==> src/source/cpuPkg.sv <==
package cpuPkg;

    localparam int dataWidth  = 8;
    localparam int instrWidth = 16;

    // Opcodes, E and F do nothing
    localparam logic [3:0] opAnd = 4'h0;
    localparam logic [3:0] opOr  = 4'h1;
    localparam logic [3:0] opNot = 4'h2;
    localparam logic [3:0] opAdd = 4'h3;
    localparam logic [3:0] opSub = 4'h4;
    localparam logic [3:0] opLsr = 4'h5;
    localparam logic [3:0] opLsl = 4'h6;
    localparam logic [3:0] opInc = 4'h7;
    localparam logic [3:0] opDec = 4'h8;
    localparam logic [3:0] opBra = 4'h9;
    localparam logic [3:0] opBne = 4'hA;
    localparam logic [3:0] opMov = 4'hB;
    localparam logic [3:0] opLd  = 4'hC;
    localparam logic [3:0] opSt  = 4'hD;

    // Codes 6 and 7 decode as PC too
    localparam logic [2:0] regR0 = 3'd0;
    localparam logic [2:0] regR1 = 3'd1;
    localparam logic [2:0] regR2 = 3'd2;
    localparam logic [2:0] regR3 = 3'd3;
    localparam logic [2:0] regAr = 3'd4;
    localparam logic [2:0] regPc = 3'd5;

    localparam logic [2:0] aluPassA = 3'd0;
    localparam logic [2:0] aluAnd   = 3'd1;
    localparam logic [2:0] aluOr    = 3'd2;
    localparam logic [2:0] aluNot   = 3'd3;
    localparam logic [2:0] aluAdd   = 3'd4;
    localparam logic [2:0] aluSub   = 3'd5;
    localparam logic [2:0] aluLsl   = 3'd6;
    localparam logic [2:0] aluLsr   = 3'd7;

    localparam logic [1:0] funcHold = 2'd0;
    localparam logic [1:0] funcLoad = 2'd1;
    localparam logic [1:0] funcDec  = 2'd2;
    localparam logic [1:0] funcInc  = 2'd3;

    localparam logic [1:0] grfFromAlu = 2'd0;
    localparam logic [1:0] grfFromMem = 2'd1;
    localparam logic [1:0] grfFromImm = 2'd2;

    localparam logic arfFromAlu = 1'b0;
    localparam logic arfFromImm = 1'b1;

    typedef union packed {
        struct packed {
            logic [3:0] opcode;
            logic [2:0] dst;
            logic [2:0] src1;
            logic [2:0] src2;
            logic [2:0] spare;
        } regForm;
        struct packed {
            logic [3:0] opcode;
            logic [1:0] regSel;
            logic       addrMode;  // 1 is direct
            logic       spare;
            logic [7:0] addr;
        } addrForm;
    } instrWord_u;

endpackage

==> src/source/phaseCounter.sv <==
module phaseCounter (
    input  logic       clk,
    input  logic       rstN,
    input  logic       clear,
    output logic [1:0] phase
);

    // T0 and T1 fetch, T2 executes, T3 only for two-step INC and DEC.
    // The control unit raises clear in the last cycle of every instruction,
    // so the counter never wraps on its own in normal operation.

    logic [1:0] nextPhase;

    assign nextPhase = phase + 2'd1;

    always_ff @(posedge clk) begin
        if (!rstN) begin
            phase <= 2'd0;
        end else if (clear) begin
            phase <= 2'd0;  // Next instruction starts
        end else begin
            phase <= nextPhase;
        end
    end

endmodule

==> src/source/controlUnit.sv <==
module controlUnit (
    input  logic                         clk,
    input  logic                         rstN,
    input  logic [1:0]                   phase,
    input  logic                         zero,
    input  logic [cpuPkg::dataWidth-1:0] memReadData,
    output logic                         phaseClear,
    output logic                         memRead,
    output logic                         memWrite,
    output logic [cpuPkg::dataWidth-1:0] immediate,
    output logic [1:0]                   grfFunc,
    output logic [3:0]                   grfMask,
    output logic [1:0]                   grfInSel,
    output logic [1:0]                   grfReadA,
    output logic [1:0]                   grfReadB,
    output logic [1:0]                   arfFunc,
    output logic [1:0]                   arfMask,
    output logic                         arfInSel,
    output logic                         arfReadA,
    output logic                         arfReadB,
    output logic [2:0]                   aluOp,
    output logic                         aluSrcArf,
    output logic                         flagUpdate
);
    import cpuPkg::*;

    localparam logic pcIdx = 1'b0;  // Slot of PC in the address file
    localparam logic arIdx = 1'b1;

    instrWord_u instr;

    logic [3:0] opcode;
    logic [2:0] dst;
    logic [2:0] src1;
    logic [1:0] regSel;
    logic       addrMode;
    logic       isAluOp;
    logic       twoStep;
    logic [1:0] stepFunc;
    logic [1:0] destFunc;
    logic [3:0] dstGrfMask;
    logic [1:0] dstArfMask;

    function automatic logic arfIdx(input logic [2:0] code);
        return (code == regAr) ? arIdx : pcIdx;
    endfunction

    // Codes 6 and 7 are aliases of PC
    function automatic logic [2:0] physReg(input logic [2:0] code);
        return (code > regPc) ? regPc : code;
    endfunction

    function automatic logic [2:0] aluOpFor(input logic [3:0] code);
        case (code)
            opAnd:   return aluAnd;
            opOr:    return aluOr;
            opNot:   return aluNot;
            opAdd:   return aluAdd;
            opSub:   return aluSub;
            opLsl:   return aluLsl;
            opLsr:   return aluLsr;
            default: return aluPassA;  // MOV, INC copy and ST
        endcase
    endfunction

    // Low byte arrives first
    always_ff @(posedge clk) begin
        if (!rstN) begin
            instr <= '0;
        end else if (phase == 2'd0) begin
            instr[dataWidth-1:0] <= memReadData;
        end else if (phase == 2'd1) begin
            instr[instrWidth-1:dataWidth] <= memReadData;
        end
    end

    assign opcode     = instr.regForm.opcode;
    assign dst        = instr.regForm.dst;
    assign src1       = instr.regForm.src1;
    assign regSel     = instr.addrForm.regSel;
    assign addrMode   = instr.addrForm.addrMode;
    assign immediate  = instr.addrForm.addr;

    assign isAluOp    = opcode inside {opAnd, opOr, opNot, opAdd, opSub, opLsr, opLsl, opMov};
    assign twoStep    = (opcode == opInc || opcode == opDec) && physReg(dst) != physReg(src1);
    assign stepFunc   = (opcode == opInc) ? funcInc : funcDec;
    assign dstGrfMask = 4'b0001 << dst[1:0];
    assign dstArfMask = 2'b01 << arfIdx(dst);

    always_comb begin
        phaseClear = 1'b0;
        memRead    = 1'b0;
        memWrite   = 1'b0;
        grfFunc    = funcHold;
        grfMask    = '0;
        grfInSel   = grfFromAlu;
        grfReadA   = src1[1:0];
        grfReadB   = instr.regForm.src2[1:0];
        arfFunc    = funcHold;
        arfMask    = '0;
        arfInSel   = arfFromAlu;
        arfReadA   = arfIdx(src1);
        arfReadB   = pcIdx;  // PC addresses memory unless LD or ST direct
        aluOp      = aluOpFor(opcode);
        aluSrcArf  = src1[2];
        flagUpdate = 1'b0;
        destFunc   = funcHold;

        case (phase)
            2'd0, 2'd1: begin  // Fetch byte at PC, then step PC
                memRead = 1'b1;
                arfFunc = funcInc;
                arfMask = 2'b01 << pcIdx;
            end
            2'd2: begin
                phaseClear = !twoStep;
                if (isAluOp) begin
                    destFunc   = funcLoad;
                    flagUpdate = 1'b1;
                end else begin
                    case (opcode)
                        opInc, opDec: destFunc = twoStep ? funcLoad : stepFunc;
                        opBra, opBne: begin
                            if (!addrMode && (opcode == opBra || !zero)) begin
                                arfFunc  = funcLoad;
                                arfMask  = 2'b01 << pcIdx;
                                arfInSel = arfFromImm;
                            end
                        end
                        opLd: begin
                            grfFunc = funcLoad;
                            grfMask = 4'b0001 << regSel;
                            if (addrMode) begin
                                grfInSel = grfFromMem;
                                memRead  = 1'b1;
                                arfReadB = arIdx;
                            end else begin
                                grfInSel = grfFromImm;
                            end
                        end
                        opSt: begin
                            if (addrMode) begin  // Register passes through ALU to the bus
                                memWrite  = 1'b1;
                                arfReadB  = arIdx;
                                grfReadA  = regSel;
                                aluSrcArf = 1'b0;
                                aluOp     = aluPassA;
                            end
                        end
                        default: ;
                    endcase
                end
            end
            default: begin  // T3 steps the copied value
                phaseClear = 1'b1;
                if (twoStep) begin
                    destFunc = stepFunc;
                end
            end
        endcase

        if (destFunc != funcHold) begin
            if (dst[2]) begin
                arfFunc = destFunc;
                arfMask = dstArfMask;
            end else begin
                grfFunc = destFunc;
                grfMask = dstGrfMask;
            end
        end
    end

endmodule

==> src/source/generalRegFile.sv <==
module generalRegFile (
    input  logic                         clk,
    input  logic                         rstN,
    input  logic [1:0]                   func,
    input  logic [3:0]                   mask,
    input  logic [1:0]                   inSel,
    input  logic [cpuPkg::dataWidth-1:0] aluResult,
    input  logic [cpuPkg::dataWidth-1:0] memData,
    input  logic [cpuPkg::dataWidth-1:0] immediate,
    input  logic [1:0]                   readSelA,
    input  logic [1:0]                   readSelB,
    output logic [cpuPkg::dataWidth-1:0] readA,
    output logic [cpuPkg::dataWidth-1:0] readB
);
    import cpuPkg::*;

    logic [dataWidth-1:0] regs [4];  // R0 to R3
    logic [dataWidth-1:0] inData;

    always_comb begin
        case (inSel)
            grfFromMem: inData = memData;
            grfFromImm: inData = immediate;
            default:    inData = aluResult;
        endcase
    end

    always_ff @(posedge clk) begin
        if (!rstN) begin
            regs <= '{default: '0};
        end else begin
            for (int i = 0; i < 4; i++) begin
                if (mask[i]) begin
                    case (func)
                        funcLoad: regs[i] <= inData;
                        funcDec:  regs[i] <= regs[i] - 1'b1;
                        funcInc:  regs[i] <= regs[i] + 1'b1;
                        default:  regs[i] <= regs[i];
                    endcase
                end
            end
        end
    end

    assign readA = regs[readSelA];  // ALU operand A
    assign readB = regs[readSelB];  // ALU operand B

endmodule

==> src/source/addressRegFile.sv <==
module addressRegFile (
    input  logic                         clk,
    input  logic                         rstN,
    input  logic [1:0]                   func,
    input  logic [1:0]                   mask,
    input  logic                         inSel,
    input  logic [cpuPkg::dataWidth-1:0] aluResult,
    input  logic [cpuPkg::dataWidth-1:0] immediate,
    input  logic                         readSelA,
    input  logic                         readSelB,
    output logic [cpuPkg::dataWidth-1:0] readA,
    output logic [cpuPkg::dataWidth-1:0] readB
);
    import cpuPkg::*;

    // Slot 0 is PC, slot 1 is AR
    logic [dataWidth-1:0] regs [2];
    logic [dataWidth-1:0] inData;

    assign inData = (inSel == arfFromImm) ? immediate : aluResult;

    always_ff @(posedge clk) begin
        if (!rstN) begin
            regs <= '{default: '0};
        end else begin
            for (int i = 0; i < 2; i++) begin
                if (mask[i]) begin
                    case (func)
                        funcLoad: regs[i] <= inData;  // Branch target or ALU result
                        funcDec:  regs[i] <= regs[i] - 1'b1;
                        funcInc:  regs[i] <= regs[i] + 1'b1;
                        default:  regs[i] <= regs[i];
                    endcase
                end
            end
        end
    end

    assign readA = regs[readSelA];  // To ALU
    assign readB = regs[readSelB];  // Memory address

endmodule

==> src/source/alu.sv <==
module alu (
    input  logic                         clk,
    input  logic                         rstN,
    input  logic [2:0]                   op,
    input  logic                         srcArf,
    input  logic                         flagUpdate,
    input  logic [cpuPkg::dataWidth-1:0] grfA,
    input  logic [cpuPkg::dataWidth-1:0] arfA,
    input  logic [cpuPkg::dataWidth-1:0] operandB,
    output logic [cpuPkg::dataWidth-1:0] result,
    output logic                         zero
);
    import cpuPkg::*;

    logic [dataWidth-1:0] operandA;

    // Source 1 may name PC or AR
    assign operandA = srcArf ? arfA : grfA;

    always_comb begin
        case (op)
            aluAnd:  result = operandA & operandB;
            aluOr:   result = operandA | operandB;
            aluNot:  result = ~operandA;
            aluAdd:  result = operandA + operandB;  // Modulo 256
            aluSub:  result = operandA - operandB;
            aluLsl:  result = {operandA[dataWidth-2:0], 1'b0};
            aluLsr:  result = {1'b0, operandA[dataWidth-1:1]};
            default: result = operandA;  // Pass for MOV and stores
        endcase
    end

    // Z is the only flag, read by BNE
    always_ff @(posedge clk) begin
        if (!rstN) begin
            zero <= 1'b0;
        end else if (flagUpdate) begin
            zero <= (result == '0);
        end
    end

endmodule

==> src/source/cpuTop.sv <==
module cpuTop (
    input  logic                         clk,
    input  logic                         rstN,
    input  logic [cpuPkg::dataWidth-1:0] memReadData,
    output logic [cpuPkg::dataWidth-1:0] memAddr,
    output logic [cpuPkg::dataWidth-1:0] memWriteData,
    output logic                         memWrite,
    output logic                         memRead
);
    import cpuPkg::*;

    logic [1:0]           phase;
    logic                 phaseClear;
    logic                 zero;
    logic [dataWidth-1:0] immediate;

    logic [1:0]           grfFunc;
    logic [3:0]           grfMask;
    logic [1:0]           grfInSel;
    logic [1:0]           grfReadA;
    logic [1:0]           grfReadB;
    logic [dataWidth-1:0] grfDataA;
    logic [dataWidth-1:0] grfDataB;

    logic [1:0]           arfFunc;
    logic [1:0]           arfMask;
    logic                 arfInSel;
    logic                 arfReadA;
    logic                 arfReadB;
    logic [dataWidth-1:0] arfDataA;

    logic [2:0]           aluOp;
    logic                 aluSrcArf;
    logic                 flagUpdate;
    logic [dataWidth-1:0] aluResult;

    assign memWriteData = aluResult;  // ST routes the register through the ALU

    phaseCounter phaseCnt (
        .clk(clk), .rstN(rstN), .clear(phaseClear), .phase(phase)
    );

    controlUnit ctrl (
        .clk(clk), .rstN(rstN), .phase(phase), .zero(zero), .memReadData(memReadData),
        .phaseClear(phaseClear), .memRead(memRead), .memWrite(memWrite),
        .immediate(immediate), .grfFunc(grfFunc), .grfMask(grfMask), .grfInSel(grfInSel),
        .grfReadA(grfReadA), .grfReadB(grfReadB), .arfFunc(arfFunc), .arfMask(arfMask),
        .arfInSel(arfInSel), .arfReadA(arfReadA), .arfReadB(arfReadB), .aluOp(aluOp),
        .aluSrcArf(aluSrcArf), .flagUpdate(flagUpdate)
    );

    generalRegFile grf (
        .clk(clk), .rstN(rstN), .func(grfFunc), .mask(grfMask), .inSel(grfInSel),
        .aluResult(aluResult), .memData(memReadData), .immediate(immediate),
        .readSelA(grfReadA), .readSelB(grfReadB), .readA(grfDataA), .readB(grfDataB)
    );

    addressRegFile arf (
        .clk(clk), .rstN(rstN), .func(arfFunc), .mask(arfMask), .inSel(arfInSel),
        .aluResult(aluResult), .immediate(immediate), .readSelA(arfReadA),
        .readSelB(arfReadB), .readA(arfDataA), .readB(memAddr)
    );

    alu aluUnit (
        .clk(clk), .rstN(rstN), .op(aluOp), .srcArf(aluSrcArf), .flagUpdate(flagUpdate),
        .grfA(grfDataA), .arfA(arfDataA), .operandB(grfDataB),
        .result(aluResult), .zero(zero)
    );

endmodule

==> config.mk <==
export PLATFORM = sky130hd
export DESIGN_NAME = cpuTop
export DESIGN_NICKNAME = d
export VERILOG_FILES = /design/src/source/cpuPkg.sv /design/src/source/phaseCounter.sv /design/src/source/controlUnit.sv /design/src/source/generalRegFile.sv /design/src/source/addressRegFile.sv /design/src/source/alu.sv /design/src/source/cpuTop.sv
export SDC_FILE = /design/constraint.sdc
export NUM_CORES = 1
export LEC_CHECK = 0
export ABC_AREA = 1
export CAP_MARGIN = 40
export CORE_MARGIN = 2
export CORE_UTILIZATION = 40
export DETAILED_ROUTE_END_ITERATION = 10
export DONT_BUFFER_PORTS = 1
export PLACE_DENSITY = 0.62
export SYNTH_ARGS = -nofsm -noshare
export SYNTH_HDL_FRONTEND = slang
export SYNTH_HIERARCHICAL = 1
export SYNTH_SLANG_ARGS = --single-unit
==> constraint.sdc <==
create_clock -name clk -period 6.6 [get_ports clk]
set_input_delay 0 -clock clk [delete_from_list [all_inputs] [get_ports clk]]
set_output_delay 0 -clock clk [all_outputs]
set_load 0.01 [all_outputs]
After elaboration in Yosys (flattened, before gate mapping)
Cells that the tools add are included.
{"block": "classes", "add_sub_neg": 15, "n_lt_le_gt_ge": 6, "eq_ne": 33, "shift": 3, "mux": 85, "n_bitwise": 9, "n_reduce_logical": 26}
{"op": "$pmux 8 s3", "count": 6}
{"op": "$mux 8", "count": 12}
{"op": "$pmux 8 s7", "count": 1}
{"op": "$add 8x1->8 const B", "count": 6}
{"op": "$sub 8x1->8 const B", "count": 6}
{"op": "$mux 2", "count": 22}
{"op": "$bmux 8 s2", "count": 2}
{"op": "$eq 4x4->1 const B", "count": 6}
{"op": "$mux 1", "count": 24}
{"op": "$pmux 3 s7", "count": 1}
{"op": "$mux 4", "count": 5}
{"op": "$eq 3x3->1 const B", "count": 6}
{"op": "$mux 3", "count": 6}
{"op": "$eq 4x3->1 const B", "count": 4}
{"op": "$pmux 8 s2", "count": 1}
{"op": "$reduce_and 2->1", "count": 7}
{"op": "$eq 2x2->1 const B", "count": 6}
{"op": "$pmux 2 s2", "count": 3}
{"op": "$reduce_or 2->1", "count": 5}
{"op": "$add 8x8->8", "count": 1}
{"op": "$and 8x8->8", "count": 1}
{"op": "$eq 2x1->1 const B", "count": 4}
{"op": "$eq 4x2->1 const B", "count": 2}
{"op": "$logic_not 8->1", "count": 1}
{"op": "other kinds (25)", "count": 39}
{"block": "word_totals", "regBits": 67, "inputBits": 10, "output_inout_bits": 18}

Depth between registers and ports, before layout
Gate-level depths: netlist of the first run.
{"block": "depth", "ltp_word": 13, "ltp_mapped": 30, "mapped_depth_nobuf": 29}

Cells and area by module
The synthesis of the first run kept the hierarchy.
{"mod": "generalRegFile", "instances": 1, "cells_per_inst": 522, "area_each_um2": 3338.2, "seq_area_each_um2": 640.6}
{"mod": "addressRegFile", "instances": 1, "cells_per_inst": 263, "area_each_um2": 1636.6, "seq_area_each_um2": 320.3}
{"mod": "alu", "instances": 1, "cells_per_inst": 255, "area_each_um2": 1222.4, "seq_area_each_um2": 20.0}
{"mod": "controlUnit", "instances": 1, "cells_per_inst": 191, "area_each_um2": 1132.3, "seq_area_each_um2": 320.3}
{"mod": "phaseCounter", "instances": 1, "cells_per_inst": 11, "area_each_um2": 76.3, "seq_area_each_um2": 40.0}

Worst setup path before layout of the first run
Ideal clock, no wire load.
{"block": "synth_path", "path_type": "reg-to-reg", "from": "register phaseCnt.phase[1]", "to": "register grf/regs[22] in the netlist's numbering", "t_arrival_ps": 3641, "required_time_ps": 6481, "slack_ps": 2839, "path_stages_with_launch": 23, "n_path_buf": 1, "synth_period_minus_slack_ps": 3761, "cell_sequence": "dfxtp_1 > inv_2 > nor2_4 > nand3_1 > o21ai_0 > inv_1 > buf_2 > nor2_1 > o22ai_1 > o21ai_0 > inv_1 > ha_1 > nand2_1 > or2_2 > nand3_1 > nand2_1 > nand3_1 > nand2_1 > nand2_1 > inv_1 > o211ai_1 > and2_1 > a21oi_1"}
{"block": "synth_between", "elab_chain_cells": 11}
{"element": "from (decl)", "line_no": "phaseCounter.sv:5", "rtl": "output logic [1:0] phase"}
{"element": "from (signal assigned)", "line_no": "phaseCounter.sv:22", "rtl": "phase <= nextPhase;"}
{"element": "$eq 2x2->1 *", "line_no": "controlUnit.sv:109", "rtl": "case (phase)"}
{"element": "$mux 2 *", "line_no": "controlUnit.sv:109"}
{"element": "via grfReadA[0]", "line_no": "cpuTop.sv:20", "rtl": "logic [1:0] grfReadA;"}
{"element": "$not 2->3 (not written as such) *", "line_no": "generalRegFile.sv:45", "rtl": "assign readA = regs[readSelA];"}
{"element": "$bmux 8 s2 *", "line_no": "generalRegFile.sv:45"}
{"element": "$mux 8 (not written as such) * (2 in series)", "line_no": "generalRegFile.sv:45"}
{"element": "via grfDataA[4]", "line_no": "cpuTop.sv:22", "rtl": "logic [dataWidth-1:0] grfDataA;"}
{"element": "$mux 8 *", "line_no": "alu.sv:18", "rtl": "assign operandA = srcArf ? arfA : grfA;"}
{"element": "$sub 8x8->8 / $add 8x8->8 (equally long branches)", "line_no": "alu.sv:26, alu.sv:25"}
{"element": "$pmux 8 s7 *", "line_no": "alu.sv:21", "rtl": "case (op)"}
{"element": "via memWriteData, one bit", "line_no": "cpuTop.sv:6", "rtl": "output logic [cpuPkg::dataWidth-1:0] memWriteData,"}
{"element": "$pmux 8 s2 *", "line_no": "generalRegFile.sv:21", "rtl": "case (inSel)"}
{"element": "$pmux 8 s3 *", "line_no": "generalRegFile.sv:34", "rtl": "case (func)"}
{"element": "to (signal, indexed assignment)", "line_no": "generalRegFile.sv:35", "rtl": "funcLoad: regs[i] <= inData;"}
{"element": "to (signal, indexed assignment)", "line_no": "generalRegFile.sv:36", "rtl": "funcDec: regs[i] <= regs[i] - 1'b1;"}
{"element": "to (signal, indexed assignment)", "line_no": "generalRegFile.sv:37", "rtl": "funcInc: regs[i] <= regs[i] + 1'b1;"}
{"element": "to (decl)", "line_no": "generalRegFile.sv:17", "rtl": "logic [dataWidth-1:0] regs [4];"}
The timed path passes the listed nets; every way through them passes the cells marked *. The select of a mux whose other input is x is not followed.
A chain may end at the register's enable or synchronous reset.

Worst setup path after layout of the first run
{"block": "layout_path", "from": "register phaseCnt.phase[1]", "to": "register grf/regs[5] in the netlist's numbering"}
Same word-level chain as after synthesis.

==> results of run 1 <==
-- worst reg2reg max path, cell delays in order (launching register included) --
cell and delay (ps):
dfxtp_1 500, inv_2 90, nor2_4 180, nand3_1 250, o21ai_0 720, inv_1 310
o21ai_0 150, o22ai_1 110, o21ai_0 390, inv_1 120, ha_1 390, nand2_1 80
nand3b_1 180, nand2_1 70, nand2_1 40, nand3_1 80, nand3_1 350, o211ai_1 610
and2_1 210, a21oi_1 60
-- area by class of cell --
type / instances / area [µm²] / share of cell area
well taps: 229 / 286.5 / 0.03633
clock inverters: 7 / 101.3 / 0.01285
inverters: 174 / 658.1 / 0.08345
repair buffers: 16 / 160.2 / 0.02031
multi-input cells: 959 / 5114 / 0.6484
flip-flops and latches: 67 / 1341 / 0.1701
clock buffers: 9 / 225.2 / 0.02856
-- placed cells by master (no fill, tap or decap), types with 6 or more instances in the layout --
cell / instances
inv_2: 11
or2_2: 9
and2_1: 12
nor2_1: 147
a21oi_1: 73
nor2_4: 7
nand3_1: 99
buf_4: 7
o211ai_1: 6
nand2_1: 296
a31oi_1: 14
nand4_1: 7
dfxtp_1: 67
o21ai_0: 110
nand3b_1: 12
o22ai_1: 21
clkbuf_16: 9
ha_1: 54
nor3_1: 7
fa_1: 7
xor2_1: 6
dlygate4sd3_1: 8
inv_1: 160
o21ai_1: 34
-- logic make-up after synthesis --
logic type               count (synthesis)
AO/OA/AOI/OAI                          274
XOR/XNOR                                11
buffers and inverters                  216
adder cells (fa/ha/maj)                 61
AND/OR/NAND/NOR                        613
flip-flops                              67
-- stage by stage --
stage | power [µW] | utilization
after floorplan | 1346 | -
after global placement | 1604 | 0.4116
after detailed placement | 1612 | 0.4120
after CTS | 2166 | 0.4360
after global routing | 2345 | 0.4360
final | 2177 | 0.4360
-- registers in the layout, indices dropped and copies added (netlist names) --
| signal | flops |
|---|---|
| aluUnit/zero | 1 |
| arf/regs | 16 |
| ctrl/instr | 16 |
| grf/regs | 32 |
| phaseCnt/phase | 2 |
-- how the worst max path moves through the flow --
stage	start	end	slack, ps
final	phaseCnt/phase[1]	grf/regs[5]	1600
after global routing	ctrl/instr[14]	grf/regs[5]	1190
after CTS	phaseCnt/phase[1]	grf/regs[21]	1760
after detailed placement	phaseCnt/phase[1]	grf/regs[21]	1770
after global placement	ctrl/instr[14]	grf/regs[7]	1870
after floorplan	phaseCnt/phase[1]	grf/regs[22]	2840
-- report_power, final --
group / leakage, µW / total, µW / internal (µW) / switching [µW]
sequential: 0.000546 / 496 / 444 / 51.3
clock: 0.000152 / 539 / 333 / 206
combinational: 0.00316 / 1140 / 358 / 784
total: 0.00385 / 2180 / 1140 / 1040
-- metal layers --
layer,global-route usage,part of all wire,vias up,wire (µm)
met4,0.06220,0.018,0,416
met2,0.3643,0.43,245,9604
met5,0,0,-,0
met3,0.05128,0.073,45,1646
met1,0.3225,0.48,3477,10910
li1,-,-,4031,-
==> implementation parameters, run 1 <==
Parameter                              Value

Run status
  Outcome    finished clean

Global route
  Antenna violations before repair    0
  Total gr overflow    0
  First-pass GRT wire length    36,850 µm
  Via count of the first global-routing pass    7,188
  Largest net degree at the start of global routing    66
  Total global routing track utilization    0.2320

Cells and area
  Count of placed standard cells in the final layout, fillers left out    1,461
  Finished layout cell area    0.007886 mm²
  # fillers    1,914
  Number of nets at the end of the flow    1,298
  Fraction of final layout cells with drive strength greater than 1    0.06656
  Area grow syn2layout    6.488%
  Antenna Diode Count    0

Critical path
  Element type at the critical path start    register
  Worst reg2reg setup slack    1600 ps
  RR Endpoint    grf/regs[5]
  Type of the setup path with the least slack    reg -> reg
  Arrival time of data at the critical path endpoint    5240 ps
  Required time worst endpoint    6840 ps
  Slowest stage cell on the critical path    o21ai_0
  CP endpoint kind    register
  Buffers plus inverters on the worst setup path    3
  Maximum fanout encountered on the critical timing path    9
  Worst reg2reg path startpoint    phaseCnt/phase[1]
  Cell Chain, Critical Path    inv_2, nor2_4, nand3_1, o21ai_0, inv_1, o21ai_0, o22ai_1, o21ai_0, inv_1, ha_1, nand2_1, nand3b_1, nand2_1, nand2_1, nand3_1, nand3_1, o211ai_1, and2_1, a21oi_1
  Worst stage delay on the critical path    720 ps
  Family with the most delay on the worst path    compound AO/OA/AOI/OAI gates
  Reg2reg path depth    19
  Logic depth of the worst setup path including buffers    19

Die
  Core region area    0.01809 mm²
  Floorplan die height    140.1 µm
  Die ar.    0.01962 mm²
  Die outline width    140.1 µm
  Effective utilization at floorplan    0.4095
  IO Count    28
  Number of placement rows    49

Place
  DP HPWL    17,030 µm
  Placed Cells incl. Taps    1,436
  Number of port buffers    0
  Worst-case setup slack after placement    1765 ps
  Gpl congestion    0.9760
  Placed Area    0.007452 mm²

Routing
  Number of nets with antenna violations after detailed routing    0
  WL final    22,580 µm
  Initial drt markers    655
  DRC errors left    0
  Via density    5.337
  Wire length per cell after detailed routing    15.46 µm
  Number of search-and-repair iterations in the first detailed-routing pass    8
  Count of vias placed by the detailed router    7,798

CTS
  Clock tree from TritonCTS    done
  Post-cts gate resize count    0
  H-tree lvl count    3
  CTS sink count    67
  Clock-pin slew on the worst setup and hold paths    60 ps
  Number of CTS-inserted buffers    9
  Clock Latency Late Sink    350 ps
  Post-CTS repair timing setup buffer count    0
  Clock Path Buffers    2
  Count of hold buffers inserted by post-cts repair    9
  Clk root buf    clkbuf_16

Worst hold path
  Instance count along the most critical hold path    3
  Class of the most critical hold timing path    in -> reg
  Origin of the worst min-delay path    rstN
  Hold path endpoint    aluUnit/zero

Timing
  Count of final max-slew check failures    0
  Max-Slew Margin vs Limit    0.4378
  Setup violations, final    0
  Setup TNS    0 ps
  Post-layout minimum cycle time    5002 ps
  RSZ-0062 raised after global routing    false
  Max Fclk    199.9 MHz
  Slew at the pin closest to its max-slew limit    843.3 ps
  Final hold viol count    0
  Hold WS    2.283 ps
  Setup skew after layout    6.827 ps
  Post-layout worst setup margin    1598 ps
  Tcrit/Tclk final    0.7578

Power
  LEAKAGE    0.003854 µW
  Pwr dens    276.0 mW/mm²
  Maximum VDD drop    0.1976 mV

Synthesis
  Post-synthesis instance area    0.007406 mm²
  EDFF count, synth    0
  Number of flip-flops and latches in the synthesized netlist    67
  XOR/XNOR Fraction of Synth Area    0.01808
  Number of nets in the synthesized netlist    1,313
  Post-synthesis cell count    1,242
  Sequential cell area fraction in the yosys report    0.1811
  Largest family of logic cells by synthesized area    simple AND/OR/NAND/NOR gates
  Area fraction in and, or, nand and nor cells after synthesis    0.3607
  Dominant cell type by area after synthesis    dfxtp_1
  Fraction of synthesized area in multiplexers    0
  Top area cells in the synthesized netlist    dfxtp_1 18%, nand2_1 15%, ha_1 9.1%, inv_1 8.1%, o21ai_0 7.5%
  Proportion of netlist area held by the largest area contributor    0.1811
  Proportion of register bits with asynchronous set or reset after synthesis    0
  Synthesized area per cell    5.963 µm²
  Flip-flop cell with the highest count after synthesis    dfxtp_1
  Fraction of the mapped netlist area in compound gates    0.2007
  Synth Area in Adders    0.1102
  Synth Warn #    6
  Most common cell in the netlist    nand2_1
  Library cells used by synthesis    43
  Most numerous cell types in the synthesized netlist    296 x nand2_1, 160 x inv_1, 148 x nor2_1

Job
  Number of maximum-capacitance violations    0
Note: power is estimated with default switching activity, not from simulation.
==> run 2: changes to the inputs <==
==> constraint.sdc (replaced) <==
create_clock -name clk -period 4.9 [get_ports clk]
set_input_delay 0 -clock clk [delete_from_list [all_inputs] [get_ports clk]]
set_output_delay 0 -clock clk [all_outputs]
set_load 0.01 [all_outputs]
==> run 2 against run 1 <==
Against the previous run: fmax up 17%; first-iteration DRC count down 0.76%; critical path depth up 3; sequential power up 34%; hold slack better by 34 ps; clock power up 45%; global-route usage up 0.40 points; combinational power up 41%.
==> implementation parameters, run 2 (synthesis gave the netlist of run 1 again) <==
Parameter                              Value

Critical path
  Maximum fanout encountered on the critical timing path    16 (was 9)
  CP endpoint kind    register (unchanged)
  Type of the setup path with the least slack    reg -> reg (unchanged)
  Arrival time of data at the critical path endpoint    4510 ps (was 5240 ps)
  Required time worst endpoint    5130 ps (was 6840 ps)
  Element type at the critical path start    register (unchanged)

Routing
  Wire length per cell after detailed routing    15.33 µm (was 15.46 µm)
  Number of nets with antenna violations after detailed routing    0 (unchanged)
  Initial drt markers    650 (was 655)
  Number of search-and-repair iterations in the first detailed-routing pass    7 (was 8)
  WL final    22,550 µm (was 22,580 µm)
  Count of vias placed by the detailed router    7,834 (was 7,798)
  Via density    5.326 (was 5.337)
  DRC errors left    0 (unchanged)

Cells and area
  Count of placed standard cells in the final layout, fillers left out    1,471 (was 1,461)
  Register name with the most flops    grf/regs (unchanged)
  Largest register FFs    32 (unchanged)
  Number of nets at the end of the flow    1,308 (was 1,298)
  Antenna Diode Count    0 (unchanged)
  Area grow syn2layout    7.839% (was 6.488%)
  Fraction of final layout cells with drive strength greater than 1    0.07407 (was 0.06656)
  Most frequent standard cell in the layout excluding fill and tap cells    nand2_1 (unchanged)
  Most used cells in the layout excluding fill and tap cells    296 x nand2_1, 160 x inv_1, 147 x nor2_1 (unchanged)
  Largest registers    grf/regs (32), arf/regs (16), ctrl/instr (16) (unchanged)

Global route
  Via count of the first global-routing pass    7,195 (was 7,188)
  First-pass GRT wire length    37,290 µm (was 36,850 µm)
  Antenna violations before repair    1 (was 0)
  Total global routing track utilization    0.2360 (was 0.2320)
  Largest net degree at the start of global routing    66 (unchanged)
  Total gr overflow    0 (unchanged)

Timing
  Post-layout worst setup margin    621.0 ps (was 1598 ps)
  Count of final max-slew check failures    0 (unchanged)
  Max Fclk    233.7 MHz (was 199.9 MHz)
  Slew at the pin closest to its max-slew limit    865.4 ps (was 843.3 ps)
  RSZ-0062 raised after global routing    false (unchanged)
  Setup violations, final    0 (unchanged)
  Tcrit/Tclk final    0.8733 (was 0.7578)
  Hold WS    36.10 ps (was 2.283 ps)
  Setup skew after layout    9.061 ps (was 6.827 ps)
  Post-layout minimum cycle time    4279 ps (was 5002 ps)
  Final hold viol count    0 (unchanged)
  Max-Slew Margin vs Limit    0.4231 (was 0.4378)
  Setup TNS    0 ps (unchanged)

CTS
  Clk root buf    clkbuf_16 (unchanged)
  Number of CTS-inserted buffers    9 (unchanged)
  Clock tree from TritonCTS    done (unchanged)
  Clock Path Buffers    2 (unchanged)
  Clock Latency Late Sink    350 ps (about the same)
  Clock-pin slew on the worst setup and hold paths    60 ps (about the same)
  H-tree lvl count    3 (unchanged)
  CTS sink count    67 (unchanged)

Die
  Floorplan die height    140.1 µm (unchanged)
  Number of placement rows    49 (unchanged)
  Die ar.    0.01962 mm² (unchanged)
  Die outline width    140.1 µm (unchanged)
  Core region area    0.01809 mm² (unchanged)
  IO Count    28 (unchanged)
  Effective utilization at floorplan    0.4095 (unchanged)

Power
  Pwr dens    382.3 mW/mm² (was 276.0 mW/mm²)
  LEAKAGE    0.003924 µW (was 0.003854 µW)
  Maximum VDD drop    0.2300 mV (was 0.1976 mV)

Run status
  Outcome    finished clean (unchanged)

Place
  Number of port buffers    0 (unchanged)
  Placed Cells incl. Taps    1,444 (was 1,436)
  Gpl congestion    0.9517 (was 0.9760)
  Worst-case setup slack after placement    394.7 ps (was 1765 ps)
  DP HPWL    16,970 µm (was 17,030 µm)

Worst hold path
  Class of the most critical hold timing path    in -> reg (unchanged)

Job
  Number of maximum-capacitance violations    0 (unchanged)
-- run 2: cell count changes in the layout (fill, tap and decap cells not counted) --
cell        before  now
clkbuf_8         0    1
o21ai_1         34   36
clkinv_2         0    1
inv_6            1    0
bufinv_16        2    3
o21ai_0        110  108
buf_4            7   17
clkinvlp_4       2    0
-- run 2: power breakdown --
group / internal (µW) / switching [µW] / total (µW)
registers: 599 / 65.3 / 664
clock network: 512 / 267 / 779
logic: 530 / 1080 / 1610
total: 1640 / 1410 / 3050
-- run 2: cell type report --
cell class,instances,area (µm²)
Clock buffer,10,239.0
Clock inverter,6,112.6
Fill cell,1924,10100
Inverter,174,658.1
Multi-Input combinational cell,959,5114
Sequential cell,67,1341
Tap cell,229,286.5
Timing Repair Buffer,26,235.2
-- run 2: path summary, 6_finish.rpt --
kind | from | to | slack, ps | depth (start not counted)
worst max register to register | phaseCnt/phase[1] | grf/regs[31] | 620 | 22
worst min-delay path | rstN | ctrl/instr[15] | 40 | 3
worst min register to register | aluUnit/zero | aluUnit/zero | 490 | 2
worst max-delay path | phaseCnt/phase[1] | grf/regs[31] | 620 | 22
-- run 2: stage by stage --
step	total power (µW)	instance area, µm²	util
after floorplan	1813	7406	-
after global placement	2228	7512	0.4154
after detailed placement	2230	7512	0.4154
after CTS	3034	7971	0.4407
after global routing	3314	7986	0.4416
final	3053	7986	0.4416
-- run 2: what timing repair did --
item                                    in CTS  in global routing
resized for setup                            0                  2
endpoints found under the setup margin       0                 15
setup buffers                                0                  2
hold buffers                                 9                  0
endpoints found under the hold margin       67                  0
-- run 2: layer usage --
layer / GRT usage / wire (µm) / part of all wire / vias to the layer above
met1: 0.3282 / 10640 / 0.47 / 3533
met4: 0.06964 / 411 / 0.018 / 0
li1: - / - / - / 4064
met5: 0 / 0 / 0 / -
met3: 0.04718 / 1600 / 0.071 / 29
met2: 0.3710 / 9895 / 0.44 / 208
-- run 2: worst max-delay path: stages (launching register included) --
cell and delay [ps]:
dfxtp_1 500, inv_2 90, nor2_4 180, nand3_1 250
o21ai_1 250, inv_1 230, o21ai_0 210, o22ai_1 120
o21ai_1 300, inv_1 160, ha_1 380, nand2_1 80
nor2_1 90, nand3_1 80, nand2_1 90, nand3_1 70
nand3_1 140, nand2_1 70, nand2_1 80, inv_1 130
o211ai_1 400, and2_1 190, a21oi_1 70
